`src/axi_bridge_pkg.sv`:
```
package axi_bridge_pkg;

  // vector types with a fixed meaning on both sides of the bridge
  typedef logic [31:0] addr_t;
  typedef logic [31:0] word_t;
  typedef logic [3:0]  strb_t;
  typedef logic [2:0]  req_type_t;
  typedef logic [3:0]  axi_id_t;
  typedef logic [7:0]  axi_len_t;
  typedef logic [2:0]  axi_size_t;
  typedef logic [1:0]  axi_burst_t;
  typedef logic [1:0]  axi_resp_t;

  // cache-side request types
  localparam req_type_t TYPE_BYTE = 3'd0;
  localparam req_type_t TYPE_HALF = 3'd1;
  localparam req_type_t TYPE_WORD = 3'd2;
  localparam req_type_t TYPE_LINE = 3'd4;

  // requester ids on AR and AW
  localparam axi_id_t ID_INST = 4'd0;
  localparam axi_id_t ID_DATA = 4'd1;

  localparam axi_size_t  SIZE_WORD  = 3'd2;
  localparam axi_burst_t BURST_INCR = 2'd1;
  localparam axi_resp_t  RESP_OKAY  = 2'd0;

  typedef enum logic [1:0] {
    RD_IDLE,
    RD_ADDR,
    RD_DATA
  } rd_state_t;

  typedef enum logic [1:0] {
    WR_IDLE,
    WR_ADDR,
    WR_DATA,
    WR_RESP
  } wr_state_t;

endpackage

```
`src/rd_ctrl.sv`:
```
module rd_ctrl #(
  parameter int LINE_WORDS = 4
) (
  input  logic                       aclk,
  input  logic                       rst_n,
  input  logic                       wr_busy,
  // instruction side, read only
  input  logic                       inst_rd_req,
  input  axi_bridge_pkg::req_type_t  inst_rd_type,
  input  axi_bridge_pkg::addr_t      inst_rd_addr,
  output logic                       inst_rd_rdy,
  output logic                       inst_ret_valid,
  output logic                       inst_ret_last,
  output axi_bridge_pkg::word_t      inst_ret_data,
  // data side
  input  logic                       data_rd_req,
  input  axi_bridge_pkg::req_type_t  data_rd_type,
  input  axi_bridge_pkg::addr_t      data_rd_addr,
  output logic                       data_rd_rdy,
  output logic                       data_ret_valid,
  output logic                       data_ret_last,
  output axi_bridge_pkg::word_t      data_ret_data,
  // AR channel
  output axi_bridge_pkg::axi_id_t    arid,
  output axi_bridge_pkg::addr_t      araddr,
  output axi_bridge_pkg::axi_len_t   arlen,
  output axi_bridge_pkg::axi_size_t  arsize,
  output axi_bridge_pkg::axi_burst_t arburst,
  output logic                       arvalid,
  input  logic                       arready,
  // R channel
  input  axi_bridge_pkg::axi_id_t    rid,
  input  axi_bridge_pkg::word_t      rdata,
  input  axi_bridge_pkg::axi_resp_t  rresp,
  input  logic                       rlast,
  input  logic                       rvalid,
  output logic                       rready
);
  import axi_bridge_pkg::*;

  rd_state_t state;
  rd_state_t state_nxt;
  logic      idle;
  logic      data_grant;
  logic      inst_grant;
  logic      accept;
  logic      r_fire;
  req_type_t sel_type;

  assign idle = (state == RD_IDLE);

  // data reads go first, but not while a write is still on the bus
  assign data_grant  = idle && data_rd_req && !wr_busy;
  assign inst_grant  = idle && inst_rd_req && !data_grant;
  assign data_rd_rdy = data_grant;
  assign inst_rd_rdy = inst_grant;
  assign accept      = data_grant || inst_grant;
  assign sel_type    = data_grant ? data_rd_type : inst_rd_type;

  assign arvalid = (state == RD_ADDR);
  assign arburst = BURST_INCR;
  assign rready  = (state == RD_DATA);
  assign r_fire  = rvalid && rready;

  always_comb begin
    state_nxt = state;
    case (state)
      RD_IDLE: if (accept) state_nxt = RD_ADDR;
      RD_ADDR: if (arready) state_nxt = RD_DATA;
      RD_DATA: if (r_fire && rlast) state_nxt = RD_IDLE;
      default: state_nxt = RD_IDLE;
    endcase
  end

  always_ff @(posedge aclk or negedge rst_n) begin
    if (!rst_n) begin
      state <= RD_IDLE;
    end else begin
      state <= state_nxt;
    end
  end

  // AR payload held from acceptance until the handshake
  always_ff @(posedge aclk) begin
    if (accept) begin
      arid   <= data_grant ? ID_DATA : ID_INST;
      araddr <= data_grant ? data_rd_addr : inst_rd_addr;
      if (sel_type == TYPE_LINE) begin
        arlen  <= axi_len_t'(LINE_WORDS - 1);
        arsize <= SIZE_WORD;
      end else begin
        arlen  <= '0;
        arsize <= {1'b0, sel_type[1:0]};
      end
    end
  end

  // route each beat by rid without back-pressure toward the caches
  assign inst_ret_valid = r_fire && (rid == ID_INST);
  assign inst_ret_last  = inst_ret_valid && rlast;
  assign inst_ret_data  = rdata;
  assign data_ret_valid = r_fire && (rid == ID_DATA);
  assign data_ret_last  = data_ret_valid && rlast;
  assign data_ret_data  = rdata;

  ar_stable_a: assert property (@(posedge aclk) disable iff (!rst_n)
    arvalid && !arready |=> $stable(araddr) && $stable(arid));

  // slave must not answer before the address phase is done
  r_in_data_a: assert property (@(posedge aclk) disable iff (!rst_n)
    rvalid |-> state == RD_DATA);

  r_okay_a: assert property (@(posedge aclk) disable iff (!rst_n)
    r_fire |-> rresp == RESP_OKAY);

endmodule

```
`src/wr_ctrl.sv`:
```
module wr_ctrl #(
  parameter int LINE_WORDS = 4
) (
  input  logic                       aclk,
  input  logic                       rst_n,
  input  logic                       wr_req,
  input  axi_bridge_pkg::req_type_t  wr_type,
  input  logic                       last_beat,
  output logic                       wr_rdy,
  output logic                       wr_busy,
  output logic                       load,
  output logic                       beat_ack,
  output logic                       is_line,
  // AW channel
  output axi_bridge_pkg::axi_id_t    awid,
  output axi_bridge_pkg::axi_len_t   awlen,
  output axi_bridge_pkg::axi_size_t  awsize,
  output axi_bridge_pkg::axi_burst_t awburst,
  output logic                       awvalid,
  input  logic                       awready,
  // W channel
  output logic                       wlast,
  output logic                       wvalid,
  input  logic                       wready,
  // B channel
  input  axi_bridge_pkg::axi_id_t    bid,
  input  axi_bridge_pkg::axi_resp_t  bresp,
  input  logic                       bvalid,
  output logic                       bready
);
  import axi_bridge_pkg::*;

  wr_state_t state;
  wr_state_t state_nxt;
  logic      line_q;

  assign wr_rdy  = (state == WR_IDLE);
  assign wr_busy = !wr_rdy;
  assign load    = wr_req && wr_rdy;

  // taken straight from the request while idle, so the counter sees it on load
  assign is_line = wr_rdy ? (wr_type == TYPE_LINE) : line_q;

  assign awid    = ID_DATA;
  assign awburst = BURST_INCR;
  assign awlen   = line_q ? axi_len_t'(LINE_WORDS - 1) : '0;
  assign awvalid = (state == WR_ADDR);

  assign wvalid   = (state == WR_DATA);
  assign wlast    = last_beat;
  assign beat_ack = wvalid && wready;
  assign bready   = (state == WR_RESP);

  always_comb begin
    state_nxt = state;
    case (state)
      WR_IDLE: if (wr_req) state_nxt = WR_ADDR;
      WR_ADDR: if (awready) state_nxt = WR_DATA;
      WR_DATA: if (beat_ack && last_beat) state_nxt = WR_RESP;
      WR_RESP: if (bvalid) state_nxt = WR_IDLE;
      default: state_nxt = WR_IDLE;
    endcase
  end

  always_ff @(posedge aclk or negedge rst_n) begin
    if (!rst_n) begin
      state  <= WR_IDLE;
      line_q <= 1'b0;
    end else begin
      state <= state_nxt;
      if (load) line_q <= (wr_type == TYPE_LINE);
    end
  end

  always_ff @(posedge aclk) begin
    if (load) awsize <= (wr_type == TYPE_LINE) ? SIZE_WORD : {1'b0, wr_type[1:0]};
  end

  // a waiting W beat keeps wvalid and its wlast
  w_hold_a: assert property (@(posedge aclk) disable iff (!rst_n)
    wvalid && !wready |=> wvalid && $stable(wlast));

  // only one write in flight, so every response belongs to it
  b_resp_a: assert property (@(posedge aclk) disable iff (!rst_n)
    bvalid && bready |-> bid == awid && bresp == RESP_OKAY);

endmodule

```
`src/beat_counter.sv`:
```
module beat_counter #(
  parameter int LINE_WORDS = 4
) (
  input  logic                          aclk,
  input  logic                          rst_n,
  input  logic                          load,
  input  logic                          is_line,
  input  logic                          beat_ack,
  output logic [$clog2(LINE_WORDS)-1:0] beat_idx,
  output logic                          last_beat
);

  logic [$clog2(LINE_WORDS)-1:0] last_idx;

  always_ff @(posedge aclk or negedge rst_n) begin
    if (!rst_n) begin
      beat_idx <= '0;
      last_idx <= '0;
    end else if (load) begin
      beat_idx <= '0;
      last_idx <= is_line ? ($clog2(LINE_WORDS))'(LINE_WORDS - 1) : '0;
    end else if (beat_ack) begin
      beat_idx <= beat_idx + 1'b1;
    end
  end

  assign last_beat = (beat_idx == last_idx);

  // after the final beat nothing more may come until the next burst is loaded
  no_overrun_a: assert property (@(posedge aclk) disable iff (!rst_n)
    beat_ack && last_beat |=> !beat_ack until load);

endmodule

```
`src/wr_line_buf.sv`:
```
module wr_line_buf #(
  parameter int LINE_WORDS = 4
) (
  input  logic                                     aclk,
  input  logic                                     rst_n,
  input  logic                                     load,
  input  axi_bridge_pkg::addr_t                    wr_addr,
  input  axi_bridge_pkg::strb_t                    wr_wstrb,
  input  axi_bridge_pkg::word_t [LINE_WORDS-1:0]   wr_data,
  input  logic [$clog2(LINE_WORDS)-1:0]            beat_idx,
  input  logic                                     is_line,
  output axi_bridge_pkg::addr_t                    awaddr,
  output axi_bridge_pkg::word_t                    wdata,
  output axi_bridge_pkg::strb_t                    wstrb
);
  import axi_bridge_pkg::*;

  word_t line_q [LINE_WORDS];
  addr_t addr_q;
  strb_t strb_q;

  always_ff @(posedge aclk or negedge rst_n) begin
    if (!rst_n) begin
      addr_q <= '0;
      strb_q <= '0;
    end else if (load) begin
      addr_q <= wr_addr;
      strb_q <= wr_wstrb;
    end
  end

  // word writes use entry 0 only
  always_ff @(posedge aclk) begin
    if (load) begin
      for (int i = 0; i < LINE_WORDS; i++) begin
        line_q[i] <= wr_data[i];
      end
    end
  end

  assign awaddr = addr_q;
  assign wdata  = line_q[beat_idx];
  assign wstrb  = is_line ? '1 : strb_q;

endmodule

```
`src/axi_bridge.sv`:
```
module axi_bridge #(
  parameter int LINE_WORDS = 4
) (
  input  logic                                   aclk,
  input  logic                                   rst_n,
  // instruction read
  input  logic                                   inst_rd_req,
  input  axi_bridge_pkg::req_type_t              inst_rd_type,
  input  axi_bridge_pkg::addr_t                  inst_rd_addr,
  output logic                                   inst_rd_rdy,
  output logic                                   inst_ret_valid,
  output logic                                   inst_ret_last,
  output axi_bridge_pkg::word_t                  inst_ret_data,
  // data read
  input  logic                                   data_rd_req,
  input  axi_bridge_pkg::req_type_t              data_rd_type,
  input  axi_bridge_pkg::addr_t                  data_rd_addr,
  output logic                                   data_rd_rdy,
  output logic                                   data_ret_valid,
  output logic                                   data_ret_last,
  output axi_bridge_pkg::word_t                  data_ret_data,
  // data write
  input  logic                                   data_wr_req,
  input  axi_bridge_pkg::req_type_t              data_wr_type,
  input  axi_bridge_pkg::addr_t                  data_wr_addr,
  input  axi_bridge_pkg::strb_t                  data_wr_wstrb,
  input  axi_bridge_pkg::word_t [LINE_WORDS-1:0] data_wr_data,
  output logic                                   data_wr_rdy,
  // AR
  output axi_bridge_pkg::axi_id_t                arid,
  output axi_bridge_pkg::addr_t                  araddr,
  output axi_bridge_pkg::axi_len_t               arlen,
  output axi_bridge_pkg::axi_size_t              arsize,
  output axi_bridge_pkg::axi_burst_t             arburst,
  output logic                                   arvalid,
  input  logic                                   arready,
  // R
  input  axi_bridge_pkg::axi_id_t                rid,
  input  axi_bridge_pkg::word_t                  rdata,
  input  axi_bridge_pkg::axi_resp_t              rresp,
  input  logic                                   rlast,
  input  logic                                   rvalid,
  output logic                                   rready,
  // AW
  output axi_bridge_pkg::axi_id_t                awid,
  output axi_bridge_pkg::addr_t                  awaddr,
  output axi_bridge_pkg::axi_len_t               awlen,
  output axi_bridge_pkg::axi_size_t              awsize,
  output axi_bridge_pkg::axi_burst_t             awburst,
  output logic                                   awvalid,
  input  logic                                   awready,
  // W
  output axi_bridge_pkg::word_t                  wdata,
  output axi_bridge_pkg::strb_t                  wstrb,
  output logic                                   wlast,
  output logic                                   wvalid,
  input  logic                                   wready,
  // B
  input  axi_bridge_pkg::axi_id_t                bid,
  input  axi_bridge_pkg::axi_resp_t              bresp,
  input  logic                                   bvalid,
  output logic                                   bready
);

  logic                          wr_busy;
  logic                          load;
  logic                          beat_ack;
  logic                          is_line;
  logic                          last_beat;
  logic [$clog2(LINE_WORDS)-1:0] beat_idx;

  rd_ctrl #(.LINE_WORDS(LINE_WORDS)) i_rd_ctrl (
    .aclk, .rst_n, .wr_busy,
    .inst_rd_req, .inst_rd_type, .inst_rd_addr, .inst_rd_rdy,
    .inst_ret_valid, .inst_ret_last, .inst_ret_data,
    .data_rd_req, .data_rd_type, .data_rd_addr, .data_rd_rdy,
    .data_ret_valid, .data_ret_last, .data_ret_data,
    .arid, .araddr, .arlen, .arsize, .arburst, .arvalid, .arready,
    .rid, .rdata, .rresp, .rlast, .rvalid, .rready
  );

  wr_ctrl #(.LINE_WORDS(LINE_WORDS)) i_wr_ctrl (
    .aclk, .rst_n,
    .wr_req  (data_wr_req),
    .wr_type (data_wr_type),
    .last_beat,
    .wr_rdy  (data_wr_rdy),
    .wr_busy, .load, .beat_ack, .is_line,
    .awid, .awlen, .awsize, .awburst, .awvalid, .awready,
    .wlast, .wvalid, .wready,
    .bid, .bresp, .bvalid, .bready
  );

  beat_counter #(.LINE_WORDS(LINE_WORDS)) i_beat_counter (
    .aclk, .rst_n, .load, .is_line, .beat_ack, .beat_idx, .last_beat
  );

  wr_line_buf #(.LINE_WORDS(LINE_WORDS)) i_wr_line_buf (
    .aclk, .rst_n, .load,
    .wr_addr  (data_wr_addr),
    .wr_wstrb (data_wr_wstrb),
    .wr_data  (data_wr_data),
    .beat_idx, .is_line,
    .awaddr, .wdata, .wstrb
  );

endmodule

```
`config.mk`:
```
export PLATFORM = sky130hd
export DESIGN_NAME = axi_bridge
export DESIGN_NICKNAME = d
export VERILOG_FILES = /design/src/axi_bridge_pkg.sv /design/src/rd_ctrl.sv /design/src/wr_ctrl.sv /design/src/beat_counter.sv /design/src/wr_line_buf.sv /design/src/axi_bridge.sv
export SDC_FILE = /design/constraint.sdc
export NUM_CORES = 1
export LEC_CHECK = 0
export BUFFER_PORTS_ARGS = -buffer_cell sky130_fd_sc_hd__buf_2
export CAP_MARGIN = 0
export CORE_AREA = 2 2 196 198
export DETAILED_ROUTE_END_ITERATION = 10
export DIE_AREA = 0 0 198 200
export PLACE_DENSITY = 0.5
export RECOVER_POWER = 100
export SLEW_MARGIN = 20
export SYNTH_ARGS = -nofsm -noshare
export SYNTH_HDL_FRONTEND = slang
export SYNTH_SLANG_ARGS = --single-unit
```
`constraint.sdc`:
```
create_clock -name aclk -period 5.9 [get_ports aclk]
set_input_delay 0.59 -clock aclk [delete_from_list [all_inputs] [get_ports aclk]]
set_output_delay 0.59 -clock aclk [all_outputs]
set_load 0.1 [all_outputs]
```
Yosys cells after proc, flatten, opt, wreduce, memory -nomap -nowiden
Memory sizes are Yosys's and may differ from the RTL's.
Cells that the tools add are included.

storage, ports and cells
  flip-flop bits (word level) = 95
  latch bits = 0
  RAM bits = 128
  memory bits (read-only) = 0
  input port bits = 292
  output and inout port bits = 211
  memories kept = 1

memory list
  name                  words  bits a word  read ports  clocked after memory_dff  wr ports  line               source
  i_wr_line_buf.line_q  4      32           1           0                         4         wr_line_buf.sv:18  word_t line_q [LINE_WORDS];

operators by class
  add/subtract/negate cells = 1
  multipliers = 0
  div/mod/pow operators = 0
  order comparisons = 0
  equal/unequal tests = 16
  shifts and indexed selects = 0
  mux-type cells = 21
  bitwise operators = 0
  reduce and logical (&&, ||, !) cells = 21

operators by type and width
  operator                                                                 count
  32-bit two-way mux                                                       1
  2-bit two-way mux                                                        12
  1-bit logical AND                                                        13
  2-bit inequality test, second input constant                             5
  2-bit case mux with 4 select lines                                       1
  2-bit equality test, second input constant                               3
  3-bit equality test, second input constant                               2
  2-bit case mux with 3 select lines                                       1
  2-bit by 1-bit equality test with 1-bit output, second input constant    2
  4-bit by 1-bit equality test with 1-bit output, second input constant    1
  2-bit logical NOT                                                        2
  4-bit logical NOT                                                        1
  1-bit two-way mux                                                        4
  4-bit two-way mux                                                        1
  2-bit by 1-bit inequality test with 1-bit output, second input constant  2
  4-bit AND reduction                                                      1
  3-bit two-way mux                                                        1
  3-bit AND reduction                                                      1
  2-bit by 1-bit adder with 2-bit output, second input constant            1
  2-bit equality test                                                      1
  2-bit nonzero test                                                       1
  1-bit logical NOT                                                        1
  1-bit logical OR                                                         1

Longest topological paths before layout
Gate-level depths: netlist of run 1.

  word-level depth = 8
  gate-level depth with buffers = 7
  gate-level depth less buffers = 6

Hierarchy
From an unflattened synthesis of run 1, not the netlist that was laid out.

second synthesis, totals
  cell total of the unflattened synthesis = 490
  area, all modules = 8944.8 um^2

modules (own cells, without submodules)
  module        times used  cells each  area each (um^2)  sequential area each (um^2)
  wr_line_buf   1           247         6009.5            4744.6
  rd_ctrl       1           184         2317.2            1131.1
  wr_ctrl       1           47          481.7             135.1
  beat_counter  1           12          136.4             75.1

Least setup slack after synthesis of run 1
Ideal clock, no wire load.

  path type = reg-to-output
  start = register i_rd_ctrl.state[0]
  end = output inst_ret_valid
  arrival = 3602 ps
  required time = 5310 ps
  slack = 1708 ps
  stages on the path, launching flop included = 4
  cells stage by stage = dfrtp_1 -> nor2b_1 -> and4b_1 -> nor2b_1

on the way
  cells in the longest elaborated chain, start to end = 3

ends and longest elaborated chain
  what                      line              source
  start: declaration        rd_ctrl.sv:41     rd_state_t state;
  start signal: assignment  rd_ctrl.sv:79     state <= state_nxt;
  2-bit equality test       rd_ctrl.sv:62     assign rready = (state == RD_DATA);
  named net rready          axi_bridge.sv:43  output logic rready,
  1-bit logical AND         rd_ctrl.sv:63     assign r_fire = rvalid && rready;
  1-bit logical AND         rd_ctrl.sv:99     assign inst_ret_valid = r_fire && (rid == ID_INST);
  end: declaration          axi_bridge.sv:11  output logic inst_ret_valid,

The timed path passes the listed nets, and every way through them passes these cells.

Worst setup path in the final report of run 1
  start = register i_beat_counter.beat_idx[1]
  end = output wdata[12]

on the way
  cells in the longest elaborated chain, start to end = 1

ends and longest elaborated chain
  what                      line                source
  start: declaration        beat_counter.sv:9   output logic [$clog2(LINE_WORDS)-1:0] beat_idx,
  start signal: assignment  beat_counter.sv:23  beat_idx <= beat_idx + 1'b1;
  memory read 4 x 32 bit    n/a
  end: declaration          axi_bridge.sv:53    output axi_bridge_pkg::word_t wdata,

No other way between the ends.

==> results of run 1 <==
[registers in the layout, summed over array words and instances, names as in the netlist]
| name | cells |
|---|---|
| i_wr_line_buf.awaddr | 32 |
| i_beat_counter.last_idx | 1 |
| i_wr_line_buf.line_q | 128 |
| i_rd_ctrl.state | 2 |
| i_wr_ctrl.state | 2 |
| i_beat_counter.beat_idx | 2 |
| i_wr_line_buf.strb_q | 4 |
| i_rd_ctrl.araddr | 32 |
| i_rd_ctrl.arsize | 2 |
| i_rd_ctrl.arlen | 1 |
| i_wr_ctrl.awsize | 2 |
| i_wr_ctrl.line_q | 1 |
| i_rd_ctrl.arid | 1 |
[metrics by stage]
stage	hold slack [ns]	setup WS (ns)	cell area, µm²	std cells	utilization
finish	0.231	1.78	11400	1334	0.304
global route	0.191	1.44	11400	1333	0.304
floorplan	0.294	1.71	8860	507	-
detailed placement	0.474	2.91	10600	1286	0.284
global placement	0.460	2.97	10600	1286	0.284
CTS	0.184	2.64	11500	1333	0.308
[path summary, 6_finish.rpt]
| kind | endpoint | slack (ns) | depth (start not counted) |
|---|---|---|---|
| max in group asynchronous | i_beat_counter.beat_idx[0] | 3.47 | 1 |
| worst max-delay path | wdata[12] | 1.78 | 3 |
| min in group asynchronous | i_wr_line_buf.awaddr[23] | 0.84 | 1 |
| worst min-delay path | i_wr_line_buf.line_q[3][6] | 0.23 | 1 |
| worst min register to register | i_rd_ctrl.state[0] | 0.48 | 1 |
| worst max register to register | i_rd_ctrl.araddr[17] | 1.93 | 5 |
[layout make-up]
cell class / instances / area share
multi-input cells: 181 / 0.173
well taps: 511 / 0.0562
clock inverters: 17 / 0.0169
flip-flops and latches: 210 / 0.535
inverters: 7 / 0.00275
clock buffers: 30 / 0.0613
repair buffers: 377 / 0.154
diodes: 1 / 0.000220
[critical path: cells and delay by family, from the launching register on]
kind	cells	cell delay, ns
DFF	1	0.96
buffers and inverters	2	1.59
muxes	1	0.41
[per-layer routing]
metal / share of wire / vias to the layer above / track usage
met3: 0.12 / 32 / 0.0559
met2: 0.46 / 300 / 0.168
li1: - / 2345 / -
met4: 0.019 / 4 / 0.0273
met1: 0.40 / 2503 / 0.133
met5: 0.0015 / - / 0
[kinds of logic (layout without fill, tap and decap cells)]
logic type / count (synthesis) / in the layout
XOR/XNOR: 2 / 2
flip-flops: 210 / 210
buffers and inverters: 116 / 431
AND/OR/NAND/NOR: 34 / 34
adder cells (fa/ha/maj): 4 / 4
other: 2 / 26
AO/OA/AOI/OAI: 13 / 13
multiplexers: 103 / 103
[Yosys cell counts]
cell / n
edfxtp_1: 166
buf_4: 94
mux2_2: 69
dfrtp_1: 44
mux4_2: 32
buf_2: 10
nand2b_1: 8
nor2_1: 7
inv_1: 6
nand2_1: 6
ha_1: 4
a21oi_1: 3
nor2b_1: 3
a211oi_1: 2
a21o_1: 2
and3_1: 2
buf_1: 2
clkbuf_1: 2
conb_1: 2
nand3_1: 2
nor3_1: 2
xor2_1: 2
a21bo_1: 1
a21oi_2: 1
a22o_1: 1
and2_1: 1
and4b_1: 1
buf_6: 1
inv_2: 1
mux2_1: 1
mux2i_1: 1
nand4b_1: 1
o221ai_1: 1
o32a_1: 1
o41ai_1: 1
or3_4: 1
==> run metrics, run 1 <==
CTS H-Tree Depth 1; area share of the largest cell type after synthesis 0.568; largest net degree at the start of global routing 93; routed len/inst 17.0 µm; number of port buffers 373; Syn Area/Cell 18.1 µm²; Slowest-stage cell, CP clkbuf_1; failing checks capacitance limit, slew limit; number of remaining DRC errors 0; final setup vio count 0; Die Wd 198 µm; status finished with violations; TritonCTS clock tree built; CTS Buf Count 26; RSZ-0062 raised after global routing no; core area 37,400 µm²; maximum root-to-sink buffer count 3; flop and latch count out of synthesis 210; DR vias/cell 3.89; Final ANT Viol Nets 0; vias in the first global route 5,421; row count 71; register area share after synthesis 0.694; complex-gate fraction of the synthesized area 0.0114; Multi-input gate area 1970 µm²; Worst Setup Start Kind register; Ys Warns 0; worst skew pair latency 0.53 ns; Slew Limit Headroom -0.659; worst-path maximum fanout 20; Clock Root Buffer clkbuf_16; max-slew violation count 191; PostCTS Resize Cnt 0; antenna violations before repair 2; die height 200 µm; largest cells by area after synthesis edfxtp_1, dfrtp_1, mux2_2; distinct cell type count after synthesis 36; Layout fillers 3,849; fin nets 1,099; # hold bufs at CTS 0; cell taking the most area after synthesis edfxtp_1; Max Clk Rate 243 MHz; CP peak stage delay 1.13 ns; grt ovf 0; Final Hold Vio Count 0; Initial Utilization 0.235; Crit Path Category register to primary output; Clock Skew 0.0126 ns; CP Data Required Time 5.31 ns; Synth Area in Adders 0.00570; hold path startpoint data_wr_data[102]; Worst-Margin Slew 2.49 ns; Max Cap Violations 4; Tmin final 4.12 ns; DP HPWL 16,500 µm; Global Route Usage Sum 0.108; area grow syn2layout 29.6%; Simple-Gate Fraction of Synth Area 0.0212; share of cells above drive strength 1 0.495; HP Class input port to register; Post-Synthesis Cell Area 8770 µm²; largest family of logic cells by synthesized area multiplexers; Critical Path Sink Type primary output; Post-Synth XOR/XNOR Area 0.00200; most frequent cells in the layout buf_2, edfxtp_1, clkbuf_1; CTS clk-pin slew, worst paths 0.06 ns; Critical Path AT 3.53 ns; cells along the critical path clkbuf_1 > mux4_2 > buf_2; final worst path period share 0.698; count of clock tree sinks 210; die area 39,600 µm²; GPL Wtd Cong 0.788; Syn Inst Count 484; number of I/O pins 503; 1st-pass router iterations 4; setup tns final 0 ns; first-pass GRT wire length 32,100 µm; routed via count 5,184; launch point of the worst path i_beat_counter.beat_idx[1]; final WL 22,700 µm; multiplexer area fraction after synthesis 0.173; Initial DRC Count 143; most common cell after layout, fill and taps aside buf_2; RR Startpoint i_wr_ctrl.state[0]; Post-CTS Setup Inserts 0; register area 6090 µm²
Power of run 1 is left out: the tool's default activity adds up to more than one toggle a clock period on the data nets, which glitch-free logic cannot reach.
==> inputs of run 2 (changes only) <==
ABC_AREA = 1   (was unset)
CORE_AREA = 2 2 193 195   (was 2 2 196 198)
DIE_AREA = 0 0 195 197   (was 0 0 198 200)
PLACE_DENSITY = 0.54   (was 0.5)
clock period = 3.6 ns   (was 5.9 ns; I/O delays follow)
==> run metrics, run 2 <==
maximum root-to-sink buffer count 3 (unchanged); CTS H-Tree Depth 1 (unchanged); post-route setup slack 0.460 ns (was 1.78 ns); Final Hold Vio Count 0 (unchanged); Post-synth EDFFs 166 (unchanged); grt ovf 0 (unchanged); area share of the largest cell type after synthesis 0.556 (was 0.568); vias in the first global route 7,538 (was 5,421); final setup vio count 0 (unchanged); status finished with violations (unchanged); PostCTS Resize Cnt 0 (unchanged); PD cells 1030 nW/µm²; cell taking the most area after synthesis edfxtp_1 (unchanged); antenna violations before repair 0 (was 2); number of I/O pins 503 (unchanged); Main synth FF type edfxtp_1 (unchanged); RSZ-0062 raised after global routing no (unchanged); routed len/inst 15.6 µm (was 17.0 µm); Peak VDD IR 814 µV; launch point of the worst path i_beat_counter.beat_idx[0] (was i_beat_counter.beat_idx[1]); failing checks capacitance limit, slew limit (unchanged); count of clock tree sinks 210 (unchanged); CTS clk-pin slew, worst paths 0.06 ns (about the same); fin area 13,200 µm² (was 11,400 µm²); most frequent cells in the layout buf_2, nand2_1, edfxtp_1 (was buf_2, edfxtp_1, clkbuf_1); max-slew violation count 84 (was 191); setup tns final 0 ns (unchanged); Initial DRC Count 248 (was 143); number of remaining DRC errors 0 (unchanged); distinct cell type count after synthesis 27 (was 36); Syn Inst Count 795 (was 484); Tmin final 3.14 ns; Final ANT Viol Nets 0 (unchanged); largest net degree at the start of global routing 63 (was 93); Layout Cells excl Fill 1,759 (was 1,334); die area 38,400 µm² (was 39,600 µm²); worst-path maximum fanout 62 (was 20); Initial Utilization 0.247 (was 0.235); 1st-pass router iterations 4 (unchanged); Post-Synthesis Cell Area 8970 µm² (was 8770 µm²); Post-CTS Setup Inserts 0 (unchanged); area grow syn2layout 46.9% (was 29.6%); Max Clk Rate 318 MHz; reg2reg path depth 6 (was 5); final worst path period share 0.872; Reg2Reg Capture Point i_rd_ctrl.araddr[18] (was i_rd_ctrl.araddr[17]); share of cells above drive strength 1 0.266 (was 0.495); Multi-input gate area 2010 µm² (was 1970 µm²); leakage 5.68 nW; most common cell after layout, fill and taps aside buf_2 (unchanged); register area share after synthesis 0.678 (was 0.694); Slew Limit Headroom -0.664 (was -0.659); R2R Setup Slk 0.53 ns (was 1.93 ns); commonest cells in the netlist nand2_1, edfxtp_1, buf_4 (was edfxtp_1, buf_4, mux2_2); DR vias/cell 4.11 (was 3.89); total placed cells including tap cells 1,546 (was 1,286); Global Route Usage Sum 0.137 (was 0.108); Syn Area/Cell 11.3 µm² (was 18.1 µm²); worst slack, placed 1.06 ns (was 2.91 ns); TritonCTS clock tree built (unchanged); row count 70 (was 71); Crit Path Category register to primary output (unchanged); count leader, synth nand2_1 (was edfxtp_1); register area 6090 µm² (unchanged); Post-DP Area 10,900 µm² (was 10,600 µm²); routed via count 7,234 (was 5,184); Tot Pwr 0.0136 W; Worst-Margin Slew 2.50 ns (was 2.49 ns); Post-synth ARST share 0.210 (unchanged); Critical Path AT 2.78 ns (was 3.53 ns); Layout fillers 3,619 (was 3,849); DP HPWL 18,600 µm (was 16,500 µm); first-pass GRT wire length 40,700 µm (was 32,100 µm); Inserted Diodes 0 (was 1); # hold bufs at CTS 164 (was 0); Max Cap Violations 2 (was 4); RR Startpoint i_wr_ctrl.state[0] (unchanged); core area 36,300 µm² (was 37,400 µm²); GPL Wtd Cong 0.831 (was 0.788); HP Class input port to register (unchanged); max FFs per register 128 (unchanged); Critical Path Sink Type primary output (unchanged); largest cells by area after synthesis edfxtp_1, dfrtp_1, nand2_1 (was edfxtp_1, dfrtp_1, mux2_2); Most flops, register i_wr_line_buf.line_q (unchanged); number of port buffers 373 (unchanged); Die Wd 195 µm (was 198 µm); fin nets 1,567 (was 1,099); Clock Root Buffer clkbuf_16 (unchanged); crit path to wdata[7] (was wdata[12]); Worst Setup Start Kind register (unchanged); Ys Warns 0 (unchanged); worst skew pair latency 0.54 ns (was 0.53 ns); flop and latch count out of synthesis 210 (unchanged); CP Data Required Time 3.24 ns (was 5.31 ns); CTS Buf Count 26 (unchanged); die height 197 µm (was 200 µm); Clock Skew 0.0140 ns (was 0.0126 ns); final WL 27,500 µm (was 22,700 µm)
run 2: cell count changes after synthesis, moves of 8 or more:
cell and change:
buf_4 +9, clkbuf_1 +11, inv_1 +14, mux2_2 -69, mux4_2 -32, nand2_1 +225, nand2b_1 -8, nor2_1 +64
o21ai_0 +71, o22ai_1 +32
run 2: logic make-up (layout without fill, tap and decap cells):
group                      after synthesis  count (layout)  synth area share
DFF                                    210             210             0.678
AOI/OAI and AO/OA                      109             109            0.0677
adders and majority gates                4               4           0.00558
other                                    2              25          0.000837
and+or+nand+nor                        319             319             0.138
buffers and inverters                  151             624             0.110
run 2: layer usage:
| layer | vias to the layer above | wire length, µm | GRT usage | part of all wire |
|---|---|---|---|---|
| li1 | 3505 | - | - | - |
| met1 | 3344 | 9790 | 0.139 | 0.36 |
| met2 | 286 | 14000 | 0.252 | 0.51 |
| met3 | 99 | 2160 | 0.0428 | 0.078 |
| met4 | 0 | 1530 | 0.0752 | 0.056 |
| met5 | - | 0 | 0 | 0 |
run 2: how the worst min path moves through the flow:
stage	start	endpoint	slack, ns	cells after the start
6_report	data_wr_data[17]	i_wr_line_buf.line_q[0][17]	0.07	1
5_1_grt	data_rd_addr[31]	i_rd_ctrl.araddr[31]	0.06	3
4_1_cts	rst_n	i_wr_line_buf.awaddr[24]	0.004	1
3_5_place_dp	i_wr_line_buf.awaddr[26]	i_wr_line_buf.awaddr[26]	0.46	2
3_3_place_gp	i_wr_line_buf.awaddr[31]	i_wr_line_buf.awaddr[31]	0.46	2
2_1_floorplan	rst_n	i_beat_counter.beat_idx[0]	0.06	0
run 2: final cells by class:
class | instances | area share
clock buffer | 32 | 0.0534
clock inverter | 16 | 0.0133
inverter | 24 | 0.00712
multi-input combinational | 457 | 0.152
sequential | 210 | 0.462
tap | 468 | 0.0444
timing repair buffer | 552 | 0.268
run 2: worst max-delay path: stages (launching register included):
cell and delay [ns]:
dfrtp_2 0.86, inv_1 0.34, buf_12 0.30, o21ai_0 0.21
o22ai_1 0.09, clkbuf_2 0.40
run 2: per-stage QoR:
step / util / hold WS [ns]
after floorplan: - / 0.0644
after global placement: 0.300 / 0.458
after detailed placement: 0.300 / 0.460
after CTS: 0.369 / 0.00416
after global routing: 0.363 / 0.0573
final: 0.363 / 0.0665
run 2: power by group:
group	switching, W	total, W	internal (W)
clock	0.00105	0.00265	0.00161
sequential	0.000312	0.00376	0.00345
combinational	0.00623	0.00722	0.000995
No activity file was read; power rests on OpenSTA's default activity.
==> inputs of run 3 (changes only) <==
CELL_PAD_IN_SITES_DETAIL_PLACEMENT = 1   (was unset)
CELL_PAD_IN_SITES_GLOBAL_PLACEMENT = 1   (was unset)
CORE_AREA = 2 2 196 198   (was 2 2 193 195)
DIE_AREA = 0 0 198 200   (was 0 0 195 197)
PLACE_DENSITY = 0.66   (was 0.54)
==> run metrics, run 3 (synthesis gave the netlist of run 2 again) <==
PostCTS Resize Cnt 0 (unchanged); Critical Path AT 2.80 ns (was 2.78 ns); Post-CTS Setup Inserts 0 (unchanged); Crit Path Category register to primary output (unchanged); share of cells above drive strength 1 0.265 (was 0.266); post-layout util 0.353 (was 0.363); final WL 30,700 µm (was 27,500 µm); routed via count 7,380 (was 7,234); core area 37,400 µm² (was 36,300 µm²); vias in the first global route 8,116 (was 7,538); Initial Utilization 0.240 (was 0.247); CTS H-Tree Depth 1 (unchanged); Peak VDD IR 561 µV (was 814 µV); worst-path maximum fanout 67 (was 62); Clock Skew 0.0187 ns (was 0.0140 ns); Final Hold Vio Count 0 (unchanged); PD cells 1050 nW/µm² (was 1030 nW/µm²); Max Clk Rate 317 MHz (was 318 MHz); Die Wd 198 µm (was 195 µm); Global Route Usage Sum 0.150 (was 0.137); most frequent cells in the layout buf_2, nand2_1, edfxtp_1 (unchanged); status finished with violations (unchanged); die area 39,600 µm² (was 38,400 µm²); CP Data Required Time 3.24 ns (about the same); final setup vio count 0 (unchanged); Final ANT Viol Nets 0 (unchanged); Initial DRC Count 206 (was 248); Top Family by Delay on Critical Path buffers and inverters (unchanged); antenna violations before repair 2 (was 0); DR vias/cell 4.12 (was 4.11); number of port buffers 373 (unchanged); HP Class input port to register (unchanged); worst skew pair latency 0.54 ns (about the same); RSZ-0062 raised after global routing no (unchanged); Slew Limit Headroom -0.153 (was -0.664); Most flops, register i_wr_line_buf.line_q (unchanged); CTS clk-pin slew, worst paths 0.06 ns (about the same); max-slew violation count 75 (was 84); number of remaining DRC errors 0 (unchanged); Reg2Reg Capture Point i_wr_line_buf.line_q[1][5] (was i_rd_ctrl.araddr[18]); launch point of the worst path i_beat_counter.beat_idx[0] (unchanged); R2R Setup Slk 0.59 ns (was 0.53 ns); CP peak stage delay 0.88 ns (was 0.86 ns); RR Startpoint i_wr_ctrl.state[0] (unchanged); DP HPWL 20,500 µm (was 18,600 µm); number of I/O pins 503 (unchanged); row count 71 (was 70); routed len/inst 17.1 µm (was 15.6 µm); Clock Root Buffer clkbuf_16 (unchanged); grt ovf 0 (unchanged); hold path startpoint data_wr_addr[21] (was data_wr_data[17]); GPL Wtd Cong 0.853 (was 0.831); CTS Buf Count 26 (unchanged); most common cell after layout, fill and taps aside buf_2 (unchanged); setup tns final 0 ns (unchanged); die height 200 µm (was 197 µm); reg2reg path depth 5 (was 6); maximum root-to-sink buffer count 3 (unchanged); leakage 5.67 nW (was 5.68 nW); Slowest-stage cell, CP clkbuf_1 (was dfrtp_2); area grow syn2layout 47.0% (was 46.9%); # hold bufs at CTS 151 (was 164); failing checks capacitance limit, slew limit (unchanged); final worst path period share 0.877 (was 0.872); TritonCTS clock tree built (unchanged); Hold WS 0.0321 ns (was 0.0665 ns); Tmin final 3.16 ns (was 3.14 ns); hold path cells 3 (was 1); Max Cap Violations 2 (unchanged); Worst-Margin Slew 1.73 ns (was 2.50 ns); Critical Path Sink Type primary output (unchanged); cells along the critical path buf_4 > o21ai_0 > o22ai_1 > clkbuf_1 (was inv_1 > buf_12 > o21ai_0 > o22ai_1 > clkbuf_2); fin nets 1,555 (was 1,567); count of clock tree sinks 210 (unchanged); 1st-pass router iterations 4 (unchanged); Buf/Inv on CP 2 (was 3); largest net degree at the start of global routing 68 (was 63); Hold Path End i_wr_line_buf.awaddr[21] (was i_wr_line_buf.line_q[0][17]); first-pass GRT wire length 45,300 µm (was 40,700 µm); max FFs per register 128 (unchanged); Worst Setup Start Kind register (unchanged); WP depth 4 (was 5)
run 3: cell count changes in the layout (fill, tap and decap cells not counted), moves of 3 or more:
cell | before | now
buf_12 | 3 | 7
dlygate4sd3_1 | 165 | 152
clkbuf_1 | 100 | 103
buf_4 | 5 | 9
buf_2 | 242 | 256
clkbuf_2 | 37 | 15
run 3: report_power, final:
part / switching [W] / internal, W
logic: 0.00642 / 0.00109
registers: 0.000261 / 0.00344
clock network: 0.00102 / 0.00159
run 3: routing by layer:
metal / wire length, µm / part of all wire / track usage
met1: 11200 / 0.37 / 0.156
met2: 15600 / 0.51 / 0.271
met3: 2760 / 0.090 / 0.0571
met4: 1070 / 0.035 / 0.0604
met5: 0 / 0 / 0
run 3: layout make-up:
cell class	instances	area, µm²
fill	4291	24200
sequential	210	6090
timing repair buffer	540	3490
multi-input combinational	457	2010
clock buffer	36	749
tap	511	639
clock inverter	11	111
inverter	24	95.1
antenna	2	5.00
run 3: metrics by stage:
step           instance area, µm²  instances  setup slack (ns)  total power (W)
6_report                    13200       1791             0.443           0.0138
5_1_grt                     13200       1791             0.291           0.0144
4_1_cts                     13400       1788             0.679           0.0141
3_5_place_dp                11000       1590              1.25           0.0113
3_3_place_gp                11000       1590              1.29           0.0112
2_1_floorplan                9100        818             0.297           0.0101
run 3: tightest hold or removal path: stages:
cell and delay [ns]:
buf_2 0.08, nand2_1 0.04, nand2_1 0.05
run 3: worst max path at each step:
stage          slack [ns]                         end
2_1_floorplan        0.30                 inst_rd_rdy
3_3_place_gp         1.29                   wdata[25]
3_5_place_dp         1.25  i_wr_line_buf.line_q[3][9]
4_1_cts              0.68                   wdata[25]
5_1_grt              0.29                   wdata[20]
6_report             0.44                   wdata[27]
